File: src/design/frogger_defs.svh
/* Frogger color mapper constants
   screen geometry, object sizes, scene bands and fixed colors */
`ifndef FROGGER_DEFS_SVH
`define FROGGER_DEFS_SVH

// ----------------------------------------------------------
// widths and counts
// ----------------------------------------------------------
`define COORD_WIDTH        11
`define COLOR_WIDTH        8
`define LANE_SLOTS         4
`define LANE_COUNT         4

// object geometry
`define CAR_WIDTH          80
`define PAD_WIDTH          40
`define OBJECT_HEIGHT      40
// X at or past this has run off the right edge
`define WRAP_LIMIT         680

// frog box, drawn inset inside its square
`define FROG_SIZE          40
`define FROG_INSET_LEFT    7
`define FROG_INSET_RIGHT   7
`define FROG_INSET_TOP     10
`define FROG_INSET_BOTTOM  5

// ----------------------------------------------------------
// scene bands (rows and columns, inclusive)
// ----------------------------------------------------------
`define GRASS_TOP          40
`define GRASS_RIGHT        679
`define WATER_TOP          80
`define WATER_BOTTOM       239
`define MEDIAN_TOP         240
`define MEDIAN_BOTTOM      279
`define ROAD_TOP           280
`define ROAD_BOTTOM        439
`define VERGE_TOP          440

// ----------------------------------------------------------
// colors as {red, green, blue}
// ----------------------------------------------------------
`define COLOR_FROG         {8'd50, 8'd180, 8'd50}
`define COLOR_CAR1         {8'd0, 8'd150, 8'd250}
`define COLOR_CAR2         {8'd150, 8'd0, 8'd30}
`define COLOR_CAR3         {8'd150, 8'd250, 8'd0}
`define COLOR_CAR4         {8'd0, 8'd100, 8'd232}
`define COLOR_PAD          {8'd34, 8'd139, 8'd34}
`define COLOR_CARHIT       {8'd255, 8'd0, 8'd0}
`define COLOR_PADHIT       {8'd179, 8'd255, 8'd187}
`define COLOR_WATER        {8'd0, 8'd200, 8'd255}
`define COLOR_GRASS        {8'd0, 8'd200, 8'd0}
`define COLOR_STRIPE       {8'd255, 8'd204, 8'd0}
`define COLOR_PAVEMENT     {8'd69, 8'd69, 8'd69}
`define COLOR_BLANK        {8'd255, 8'd255, 8'd255}

`endif

File: src/design/froggerPkg.sv
/* Frogger shared types
   coordinates, lane counts, per-slot hit flags and color components */
`include "frogger_defs.svh"

package froggerPkg;

	// screen coordinate or object position
	typedef logic [`COORD_WIDTH-1:0] coordT;

	// active objects in a lane, 0 up to LANE_SLOTS
	typedef logic [$clog2(`LANE_SLOTS + 1)-1:0] laneCountT;

	// one flag per object slot of a lane
	typedef logic [`LANE_SLOTS-1:0] laneHitT;

	// one 8-bit color component
	typedef logic [`COLOR_WIDTH-1:0] colorT;

endpackage

File: src/design/backgroundPainter.sv
/* Background painter
   static scenery color for the current pixel */
`timescale 1ns/100ps
`include "frogger_defs.svh"

module backgroundPainter
(
	input  froggerPkg::coordT DrawX,
	input  froggerPkg::coordT DrawY,
	output froggerPkg::colorT Red,
	output froggerPkg::colorT Green,
	output froggerPkg::colorT Blue
);
	import froggerPkg::*;

	// road markings, three dashed lines 5 rows thick
	localparam int stripeRow1 = 318;
	localparam int stripeRow2 = 358;
	localparam int stripeRow3 = 398;
	localparam int stripeThick = 4;
	// dashes start every 200 columns, last one runs to the edge
	localparam int dashPitch = 200;
	localparam int dashLength = 100;
	localparam int lastDash = 600;

	logic inWater;
	logic inGrass;
	logic stripeRow;
	logic stripeCol;
	logic inPavement;

	// ----------------------------------------------------------
	// band decode
	// ----------------------------------------------------------
	assign inWater = DrawY >= `WATER_TOP && DrawY <= `WATER_BOTTOM;

	// top bank stops short of the wrap zone
	assign inGrass = (DrawY >= `GRASS_TOP && DrawY < `WATER_TOP && DrawX <= `GRASS_RIGHT) ||
		(DrawY >= `MEDIAN_TOP && DrawY <= `MEDIAN_BOTTOM) ||
		(DrawY >= `VERGE_TOP);

	assign stripeRow = (DrawY >= stripeRow1 && DrawY <= stripeRow1 + stripeThick) ||
		(DrawY >= stripeRow2 && DrawY <= stripeRow2 + stripeThick) ||
		(DrawY >= stripeRow3 && DrawY <= stripeRow3 + stripeThick);

	assign stripeCol = (DrawX <= dashLength) ||
		(DrawX >= dashPitch && DrawX <= dashPitch + dashLength) ||
		(DrawX >= 2 * dashPitch && DrawX <= 2 * dashPitch + dashLength) ||
		(DrawX >= lastDash);

	assign inPavement = DrawY >= `ROAD_TOP && DrawY <= `ROAD_BOTTOM;

	// ----------------------------------------------------------
	// first matching band wins
	// ----------------------------------------------------------
	always_comb
	begin
		if (inWater)
			{Red, Green, Blue} = `COLOR_WATER;
		else if (inGrass)
			{Red, Green, Blue} = `COLOR_GRASS;
		else if (stripeRow && stripeCol)
			{Red, Green, Blue} = `COLOR_STRIPE;
		else if (inPavement)
			{Red, Green, Blue} = `COLOR_PAVEMENT;
		else
			{Red, Green, Blue} = `COLOR_BLANK;
	end

endmodule

File: src/design/colorMapper.sv
/* Frogger color mapper
   lane hit testers, scenery painter and registered priority stage */
`timescale 1ns/100ps
`include "frogger_defs.svh"

module colorMapper
(
	input  logic                     Clk,
	input  logic                     reset,
	input  froggerPkg::coordT        DrawX,
	input  froggerPkg::coordT        DrawY,
	input  froggerPkg::coordT        FrogX,
	input  froggerPkg::coordT        FrogY,
	input  froggerPkg::coordT        CarLaneX [`LANE_COUNT][`LANE_SLOTS],
	input  froggerPkg::coordT        CarLaneY [`LANE_COUNT][`LANE_SLOTS],
	input  froggerPkg::laneCountT    CarLaneCount [`LANE_COUNT],
	input  froggerPkg::coordT        PadLaneX [`LANE_COUNT][`LANE_SLOTS],
	input  froggerPkg::coordT        PadLaneY [`LANE_COUNT][`LANE_SLOTS],
	input  froggerPkg::laneCountT    PadLaneCount [`LANE_COUNT],
	input  logic [`LANE_COUNT-1:0]   CarCollision,
	input  logic [`LANE_COUNT-1:0]   PadCollision,
	output froggerPkg::colorT        Red,
	output froggerPkg::colorT        Green,
	output froggerPkg::colorT        Blue
);
	import froggerPkg::*;

	laneHitT carHit [`LANE_COUNT];
	laneHitT padHit [`LANE_COUNT];
	colorT   backRed;
	colorT   backGreen;
	colorT   backBlue;

	// ----------------------------------------------------------
	// per-lane hit tests
	// ----------------------------------------------------------
	genvar lane;
	generate
		for (lane = 0; lane < `LANE_COUNT; lane++)
		begin : laneTest
			laneHitTest
			#(
				.objectWidth (`CAR_WIDTH)
			)
			iCarTest
			(
				.DrawX     (DrawX),
				.DrawY     (DrawY),
				.LaneX     (CarLaneX[lane]),
				.LaneY     (CarLaneY[lane]),
				.LaneCount (CarLaneCount[lane]),
				.Hit       (carHit[lane])
			);

			laneHitTest
			#(
				.objectWidth (`PAD_WIDTH)
			)
			iPadTest
			(
				.DrawX     (DrawX),
				.DrawY     (DrawY),
				.LaneX     (PadLaneX[lane]),
				.LaneY     (PadLaneY[lane]),
				.LaneCount (PadLaneCount[lane]),
				.Hit       (padHit[lane])
			);
		end
	endgenerate

	// scenery behind all objects
	backgroundPainter iPainter
	(
		.DrawX (DrawX),
		.DrawY (DrawY),
		.Red   (backRed),
		.Green (backGreen),
		.Blue  (backBlue)
	);

	// ----------------------------------------------------------
	// selection and output register
	// ----------------------------------------------------------
	pixelPriority iPriority
	(
		.Clk          (Clk),
		.reset        (reset),
		.DrawX        (DrawX),
		.DrawY        (DrawY),
		.FrogX        (FrogX),
		.FrogY        (FrogY),
		.CarHit       (carHit),
		.PadHit       (padHit),
		.CarCollision (CarCollision),
		.PadCollision (PadCollision),
		.BackRed      (backRed),
		.BackGreen    (backGreen),
		.BackBlue     (backBlue),
		.Red          (Red),
		.Green        (Green),
		.Blue         (Blue)
	);

endmodule

File: src/design/laneHitTest.sv
/* Lane hit test
   flags which object slots of one lane cover the current pixel */
`timescale 1ns/100ps
`include "frogger_defs.svh"

module laneHitTest
#(
	parameter int objectWidth = `CAR_WIDTH
)
(
	input  froggerPkg::coordT     DrawX,
	input  froggerPkg::coordT     DrawY,
	input  froggerPkg::coordT     LaneX [`LANE_SLOTS],
	input  froggerPkg::coordT     LaneY [`LANE_SLOTS],
	input  froggerPkg::laneCountT LaneCount,
	output froggerPkg::laneHitT   Hit
);
	import froggerPkg::*;

	always_comb
	begin : slotTest
		coordT leftEdge;
		coordT rightEdge;
		coordT bottomEdge;
		logic  slotActive;

		Hit = '0;
		for (int slot = 0; slot < `LANE_SLOTS; slot++)
		begin
			// edges wrap in 11 bits, same as the position counters
			rightEdge  = LaneX[slot] + coordT'(objectWidth);
			bottomEdge = LaneY[slot] + coordT'(`OBJECT_HEIGHT);
			slotActive = laneCountT'(slot) < LaneCount;

			// wrapped object reappears from the left border
			if (LaneX[slot] >= coordT'(`WRAP_LIMIT))
				leftEdge = '0;
			else
				leftEdge = LaneX[slot];

			Hit[slot] = slotActive &&
				DrawX >= leftEdge && DrawX <= rightEdge &&
				DrawY >= LaneY[slot] && DrawY <= bottomEdge;
		end
	end

endmodule

File: src/design/pixelPriority.sv
/* Pixel priority stage
   picks frog, car, pad, collision tint or background and registers the RGB */
`timescale 1ns/100ps
`include "frogger_defs.svh"

module pixelPriority
(
	input  logic                    Clk,
	input  logic                    reset,
	input  froggerPkg::coordT       DrawX,
	input  froggerPkg::coordT       DrawY,
	input  froggerPkg::coordT       FrogX,
	input  froggerPkg::coordT       FrogY,
	input  froggerPkg::laneHitT     CarHit [`LANE_COUNT],
	input  froggerPkg::laneHitT     PadHit [`LANE_COUNT],
	input  logic [`LANE_COUNT-1:0]  CarCollision,
	input  logic [`LANE_COUNT-1:0]  PadCollision,
	input  froggerPkg::colorT       BackRed,
	input  froggerPkg::colorT       BackGreen,
	input  froggerPkg::colorT       BackBlue,
	output froggerPkg::colorT       Red,
	output froggerPkg::colorT       Green,
	output froggerPkg::colorT       Blue
);
	import froggerPkg::*;

	localparam int rgbWidth = 3 * $bits(colorT);

	// lane 1 first
	localparam logic [rgbWidth-1:0] carPalette [`LANE_COUNT] = '{
		`COLOR_CAR1,
		`COLOR_CAR2,
		`COLOR_CAR3,
		`COLOR_CAR4
	};

	coordT frogLeft;
	coordT frogRight;
	coordT frogTop;
	coordT frogBottom;
	logic  frogOn;

	logic                carFound;
	logic [rgbWidth-1:0] carColor;
	logic                padOn;
	logic [rgbWidth-1:0] nextColor;

	// ----------------------------------------------------------
	// frog box
	// ----------------------------------------------------------
	assign frogLeft   = FrogX + coordT'(`FROG_INSET_LEFT);
	assign frogRight  = FrogX + coordT'(`FROG_SIZE - `FROG_INSET_RIGHT);
	assign frogTop    = FrogY + coordT'(`FROG_INSET_TOP);
	assign frogBottom = FrogY + coordT'(`FROG_SIZE - `FROG_INSET_BOTTOM);

	assign frogOn = DrawX >= frogLeft && DrawX <= frogRight &&
		DrawY >= frogTop && DrawY <= frogBottom;

	// ----------------------------------------------------------
	// object selection
	// ----------------------------------------------------------

	// lowest car lane with any slot hit
	always_comb
	begin
		carFound = 1'b0;
		carColor = '0;
		for (int lane = 0; lane < `LANE_COUNT; lane++)
		begin
			if (!carFound && |CarHit[lane])
			begin
				carFound = 1'b1;
				carColor = carPalette[lane];
			end
		end
	end

	// pads all share one color
	always_comb
	begin
		padOn = 1'b0;
		for (int lane = 0; lane < `LANE_COUNT; lane++)
			padOn = padOn | (|PadHit[lane]);
	end

	always_comb
	begin
		if (frogOn)
			nextColor = `COLOR_FROG;
		else if (carFound)
			nextColor = carColor;
		else if (padOn)
			nextColor = `COLOR_PAD;
		// tints flood the whole free screen while a hit is flagged
		else if (|CarCollision)
			nextColor = `COLOR_CARHIT;
		else if (|PadCollision)
			nextColor = `COLOR_PADHIT;
		else
			nextColor = {BackRed, BackGreen, BackBlue};
	end

	// output register, one pixel per clock
	always_ff @(posedge Clk)
	begin
		if (reset)
			{Red, Green, Blue} <= '0;
		else
			{Red, Green, Blue} <= nextColor;
	end

endmodule

File: config.mk
export PLATFORM = sky130hd
export DESIGN_NAME = colorMapper
export DESIGN_NICKNAME = d
export VERILOG_FILES = /design/src/design/froggerPkg.sv /design/src/design/backgroundPainter.sv /design/src/design/colorMapper.sv /design/src/design/laneHitTest.sv /design/src/design/pixelPriority.sv
export VERILOG_INCLUDE_DIRS = /design/src /design/src/design
export SDC_FILE = /design/constraint.sdc
export NUM_CORES = 2
export LEC_CHECK = 0
export BUFFER_PORTS_ARGS = -buffer_cell sky130_fd_sc_hd__buf_2
export CAP_MARGIN = 30
export CELL_PAD_IN_SITES_DETAIL_PLACEMENT = 1
export CELL_PAD_IN_SITES_GLOBAL_PLACEMENT = 1
export CORE_UTILIZATION = 39
export DETAILED_ROUTE_END_ITERATION = 12
export PLACE_DENSITY = 0.84
export SETUP_SLACK_MARGIN = 0.4
export SYNTH_ARGS = -nofsm -noshare
export SYNTH_HDL_FRONTEND = slang
export SYNTH_SLANG_ARGS = --single-unit
File: constraint.sdc
create_clock -name Clk -period 4.3 [get_ports Clk]
set_input_delay 0.215 -clock Clk [delete_from_list [all_inputs] [get_ports Clk]]
set_output_delay 0.215 -clock Clk [all_outputs]
set_load 0.01 [all_outputs]
---- Yosys cells after proc, flatten, opt, wreduce, memory -nomap -nowiden ----
Index checks and enable logic that the tools add are counted.
word-level totals
  bits of input ports ..................... 782
  register bits after elaboration ......... 24
  word-level logic and storage cells ...... 516
cells by class
  mux-type cells .......................... 55
  magnitude comparators ................... 218
  reductions and logical operators ........ 166
  add/subtract/negate cells ............... 68
  bitwise gates (word level) .............. 3
operator list
  kind                   count
  $ge 11x11->1           66
  $le 11x11->1           66
  $add 11x6->11 const B  50
  $ge 11x10->1 const B   33
  $mux 11                32
  $add 11x7->11 const B  16
  $mux 24                7
  $logic_and 1x1->1      145
  $mux 8                 10
  $le 11x9->1 const B    7
  $ge 11x9->1 const B    6
  $lt 1x3->1 const A     16
  $lt 2x3->1 const A     16
  $reduce_or 4->1        10
  $ge 11x8->1 const B    2
  $mux 22                1
  $mux 16                1
  $add 11x3->11 const B  1
  $add 11x4->11 const B  1
  $ge 11x6->1 const B    1
  $ge 11x7->1 const B    1
  $le 11x10->1 const B   1
  $le 11x7->1 const B    1
  $le 11x8->1 const B    1
  other kinds (6)        19

---- Logic depth before layout (Yosys ltp) ----
  depth in word-level cells ............... 20
  mapped depth ............................ 21
  gate-level depth less buffers ........... 20

---- Hierarchy ----
From an unflattened synthesis, not the netlist that was laid out.
unflattened totals
  cell total of the unflattened synthesis .. 5734
  area total of the unflattened synthesis .. 43432.9 µm²
by module, submodules not included
  module                                   cells each  area an instance (µm²)  times used
  laneHitTest at laneTest[2].iPadTest ...  675         5076.1                  2
  laneHitTest at laneTest[0].iCarTest ...  650         4879.7                  2
  laneHitTest at laneTest[0].iPadTest      672         5101.1                  1
  laneHitTest at laneTest[2].iCarTest      666         5057.4                  1
  laneHitTest at laneTest[1].iPadTest      674         5056.1                  1
  laneHitTest at laneTest[3].iCarTest      642         4865.9                  1
  pixelPriority                            338         2817.7                  1
  backgroundPainter                        92          623.1                   1

---- Least setup slack after synthesis ----
No wires, ideal clock.
  path type ............................... input port to flip-flop
  start ................................... input DrawX[0]
  end ..................................... register iPriority.Red[7]
  library setup time ...................... 0.067 ns
  arrival time ............................ 4.256 ns
  path buffers ............................ 0
  stages on the path ...................... 12
  path slack .............................. -0.024 ns
  cells stage by stage .................... inv_1 ha_1 nand2b_4 a2111oi_2 o21ai_1 o221ai_2 a211oi_1 a2111oi_2 o2111ai_1 or3_4 or4_4 a21oi_2
on the way
  word-level cells in the longest chain between the ends .. 17
  elaborated cells between the ends (all ways) .. 245
  classes of those cells .................. order compare (73); mux (14); bitwise (3); reduce/logical (155)
RTL lines
  item                                      line                  source
  start, declared                           colorMapper.sv:10     input froggerPkg::coordT DrawX,
  $ge 11x11->1                              laneHitTest.sv:42     DrawX >= leftEdge && DrawX <= rightEdge &&
  $logic_and 1x1->1                         laneHitTest.sv:41     Hit[slot] = slotActive &&
  $logic_and 1x1->1 (2 in series)           laneHitTest.sv:42
  $logic_and 1x1->1                         laneHitTest.sv:43     DrawY >= LaneY[slot] && DrawY <= bottomEdge;
  $reduce_or 4->1                           pixelPriority.sv:70   if (!carFound && |CarHit[lane])
  $mux 1                                    pixelPriority.sv:70
  $logic_not 1->1                           pixelPriority.sv:70
  $logic_and 1x1->1                         pixelPriority.sv:70
  $mux 1                                    pixelPriority.sv:70
  $logic_not 1->1                           pixelPriority.sv:70
  $logic_and 1x1->1                         pixelPriority.sv:70
  $mux 1                                    pixelPriority.sv:70
  $logic_not 1->1                           pixelPriority.sv:70
  $logic_and 1x1->1                         pixelPriority.sv:70
  $mux 24 / $mux 1 (equally long branches)  pixelPriority.sv:70
  $mux 24                                   pixelPriority.sv:90   else if (carFound)
  end signal, assigned                      pixelPriority.sv:109  {Red, Green, Blue} <= nextColor;
  end, declared                             pixelPriority.sv:21   output froggerPkg::colorT Red,
Parallel ways exist; a longest one is shown, timed or not.
A chain may end at the register's enable or synchronous reset.

---- Final worst setup path ----
  start ................................... input PadLaneX[132] in the netlist's numbering
  end ..................................... register iPriority.Red[4]
on the way
  word-level cells in the longest chain between the ends .. 14
  elaborated cells between the ends (all ways) .. 16
  classes of those cells .................. add/sub (1); order compare (3); mux (4); bitwise (3); reduce/logical (5)
RTL lines
  item                                 line                 source
  start, declared                      colorMapper.sv:17    input froggerPkg::coordT PadLaneX [`LANE_COUNT][`LANE_SLOTS],
  $ge 11x10->1                         laneHitTest.sv:36    if (LaneX[slot] >= coordT'(`WRAP_LIMIT))
  $mux 11                              laneHitTest.sv:36
  $ge 11x11->1                         laneHitTest.sv:42
  $logic_and 1x1->1                    laneHitTest.sv:41
  $logic_and 1x1->1 (*) (2 in series)  laneHitTest.sv:42
  $logic_and 1x1->1 (*)                laneHitTest.sv:43
  $reduce_or 4->1 (*)                  pixelPriority.sv:83  padOn = padOn | (|PadHit[lane]);
  $or 1x1->1 (*) (3 in series)         pixelPriority.sv:83
  $mux 24 (*)                          pixelPriority.sv:92  else if (padOn)
  $mux 24 (*)                          pixelPriority.sv:90
  $mux 22 (*)                          pixelPriority.sv:88  if (frogOn)
Mark *: on every way between the ends. The rest lies on a longest branch, timed or not.

==> run_results.csv <==
group,metric,value,unit
drt,via_count,48900,
logic_synthesis,ys.flop_type,"dfxtp_1",
drt,route.detailed.drc,0,
global_routing,grt_pass1_vias,51400,
sta,tightest_slew,0.740,ns
logic_synthesis,synth_xor_area_frac,0.0842,
clocking,cts.sinks,24,
floorplanning,dieWidth,330,µm
sta,period_minus_slack,4.13,ns
placement,place_hpwl,162000,µm
logic_synthesis,avgSynthCellArea,7.54,µm²
global_routing,grt_pass1_wl,286000,µm
drt,drt_pass1_iterations,5,
setup_path,worst_path_largest_cell_delay,0.57,ns
logic_synthesis,synthDistinctLibCells,78,
logic_synthesis,syn_inst,5560,
global_routing,groute.usage.overall,0.335,
setup_path,critPathMostFrequentCell,"o21ai_2",
sta,post-route-period-util,0.961,
sta,hold_violations,0,
clocking,cts_tree,"yes",
cells_and_area,fin_area,0.0516,mm²
clocking,clock_path_buffers,2,
floorplanning,die_h,330,µm
cells_and_area,finalNonFillerCells,8136,
pwr,power_density,136,mW/mm²
logic_synthesis,synth_compound_area_frac,0.236,
placement,placed_cells,8029,
sta,setup_viol,0,
logic_synthesis,async_flop_share,0,
logic_synthesis,synth_edf_count,0,
worst_hold_path,worstHoldPathType,"in -> reg",
cells_and_area,n_fill_cell,13600,
floorplanning,std_cell_rows,119,
clocking,htreeDepth,1,
sta,setup_ws,0.167,ns
floorplanning,die_area,0.109,mm²
logic_synthesis,ys_seq_area_frac,0.0115,
sta,rsz0062_at_grt,"true",
drt,wl,192000,µm
sta,max-slew-margin-rel,0.494,
setup_path,cp-start-kind,"input pin",
setup_path,worst-setup-path-type,"in -> reg",
floorplanning,start_util,0.396,
logic_synthesis,synth_top_family_by_area,"adder cells",
floorplanning,coreArea,0.106,mm²
global_routing,antenna_found_initial,115,
cells_and_area,area_growth,23.1,%
clocking,cts-root-buf,"clkbuf_16",
drt,drt_iter0_drc,2251,
sta,max_freq,0.242,GHz
setup_path,cp_slowest_cell,"or4_4",
drt,via_per_inst,6.01,
setup_path,crit_fanout,3,
logic_synthesis,synth_fa_ha_area_frac,0.434,
pwr,power_leakage,26.1,nW
placement,place_congestion,0.975,
logic_synthesis,synth-simple-area-share,0.183,
floorplanning,ioPinCount,806,
logic_synthesis,synth_mux_area_frac,0,
cells_and_area,drive_gt1_frac,0.188,
run_status,status,"completed",
setup_path,worstPathCellList,"buf_6, or4_4, o21ai_2, a21o_1, a21o_1, a21oi_2, buf_4, nand2_4, ha_4, a21oi_4, o21ai_2, a221oi_2, o21ai_2, and4_4, a2111oi_4, o2111ai_2, or3_4, or4_4, a21oi_2",
placement,place_area,0.0502,mm²
sta,slew_violations,0,
job,maxCapViolCount,0,
logic_synthesis,synth_seq_cells,24,
cells_and_area,final_net_count,8901,
clocking,cts-hold-fix-buffers,0,
clocking,cts_buffers,3,
setup_path,crit_required,4.49,ns
logic_synthesis,ys.warnings.count,0,
global_routing,grt_max_degree,39,
drt,wl_per_cell,23.6,µm
setup_path,cp-end-kind,"flip-flop",
setup_path,arrival,4.33,ns
global_routing,gr-total-overflow,0,
placement,io_buffers,805,
pwr,peakVddDrop,0.152,mV
logic_synthesis,synth_area,0.0419,mm²
clocking,clkSlewWorstSetupHoldPaths,0.07,ns
cells_and_area,fin_util,0.487,
drt,ant_nets,0,
placement,place_ws,-0.478,ns
power by group:
part	internal [W]	switching, W
clock	0.000143	0.0000853
combinational	0.00277	0.00372
sequential	0.000285	0.0000314
total	0.00319	0.00384
synthesized netlist by cell type, types with 6 or more instances:
cell type,instances,area [µm²]
a2111oi_0,31,272
a211o_1,30,263
and3_1,20,125
o2111ai_1,74,648
nor2b_1,74,463
nand2b_1,88,551
a221o_1,8,80.1
nor4_1,38,238
o41ai_1,9,78.8
nand3b_1,39,293
o21ai_1,11,55.1
o21bai_1,11,82.6
or2_2,6,37.5
clkbuf_1,32,120
o31a_1,8,70.1
a21o_1,157,1180
a211oi_1,112,841
o22ai_1,14,87.6
and2_1,36,225
nand4_1,170,1060
nor3b_1,7,52.6
nand4b_1,27,236
o21ai_0,354,1770
a221oi_1,8,70.1
a21oi_1,512,2560
nor3_1,69,345
dfxtp_1,24,480
and4_1,14,123
nor2_1,283,1060
xor2_1,185,1620
a2111o_1,7,78.8
o31ai_1,28,210
o32ai_1,7,61.3
a31oi_1,45,282
o211ai_1,29,218
nand3_1,112,561
xnor2_1,218,1910
nand2_1,494,1850
o21a_1,49,368
ha_1,1456,18200
inv_1,537,2020
or3_1,36,225
or4_1,14,105
o32a_1,8,80.1
cell families (layout without fill, tap and decap cells):
logic type / Yosys count / count (layout)
AOI/OAI and AO/OA: 1567 / 1567
adders and majority gates: 1456 / 1456
xor gates and xnor gates: 403 / 403
DFF: 24 / 24
and+or+nand+nor: 1540 / 1540
other: 1 / 115
buffers and inverters: 569 / 1640
placed cells by master, fill, tap and decap left out, types with 157 or more instances in the layout:
cell and instances:
buf_4 267, ha_1 1438, a21o_1 157, xor2_1 185
xnor2_1 218, inv_1 531, nor2_1 280, a21oi_1 490
o21ai_0 328, nand4_1 170, nand2_1 486, buf_2 783
metrics by stage:
stage / total power (W) / TNS, ns / hold slack [ns]
finish: 0.00703 / 0 / 0.348
global route: 0.00772 / -0.0111 / 0.359
CTS: 0.00677 / 0 / 0.317
detailed placement: 0.00635 / -8.56 / 0.579
global placement: 0.00598 / -8.38 / 0.568
floorplan: 0.00374 / 0 / 0.319
critical path, delay by kind of cell:
kind                     cells  cell delay (ns)
AO/OA/AOI/OAI               11             1.84
adder cells (fa/ha/maj)      1             0.21
buffers and inverters        2             0.24
AND/OR/NAND/NOR              5             1.83
flip-flops by register name (all words and copies together), names as in the netlist:
name	flops
iPriority.Red	8
iPriority.Green	8
iPriority.Blue	8
final timing paths:
check,startpoint,slack (ns),endpoint,depth (start not counted)
min,reset,0.35,iPriority.Blue[4]$_SDFF_PP0_,2
max,PadLaneX[132],0.17,iPriority.Red[4]$_SDFF_PP0_,19
area by class of cell:
type                    instances  area (µm²)  share of cell area
multi-input cells            4998       40400               0.782
well taps                    1391        1740              0.0337
repair buffers               1099        6740               0.130
flip-flops and latches         24         480             0.00930
diodes                         83         208             0.00402
clock buffers                   4        88.8             0.00172
inverters                     537        2020              0.0392
layer usage:
layer  track usage  up-vias  wire length (µm)  share of wire
li1              -    23000                 -              -
met1         0.381    23700             75900           0.40
met2         0.581     1579             91600           0.48
met3        0.0533      627             11500          0.060
met4         0.210       64             12600          0.066
met5             0        -               409         0.0021
timing repair:
| action | in CTS | in global routing |
|---|---|---|
| hold endpoints to repair | 0 | 0 |
| buffers inserted | 8 | 12 |
| pin swaps | 71 | 80 |
| resized for setup | 101 | 111 |
| endpoints found under the setup margin | 24 | 24 |
No activity file was read; power rests on OpenSTA's default activity.
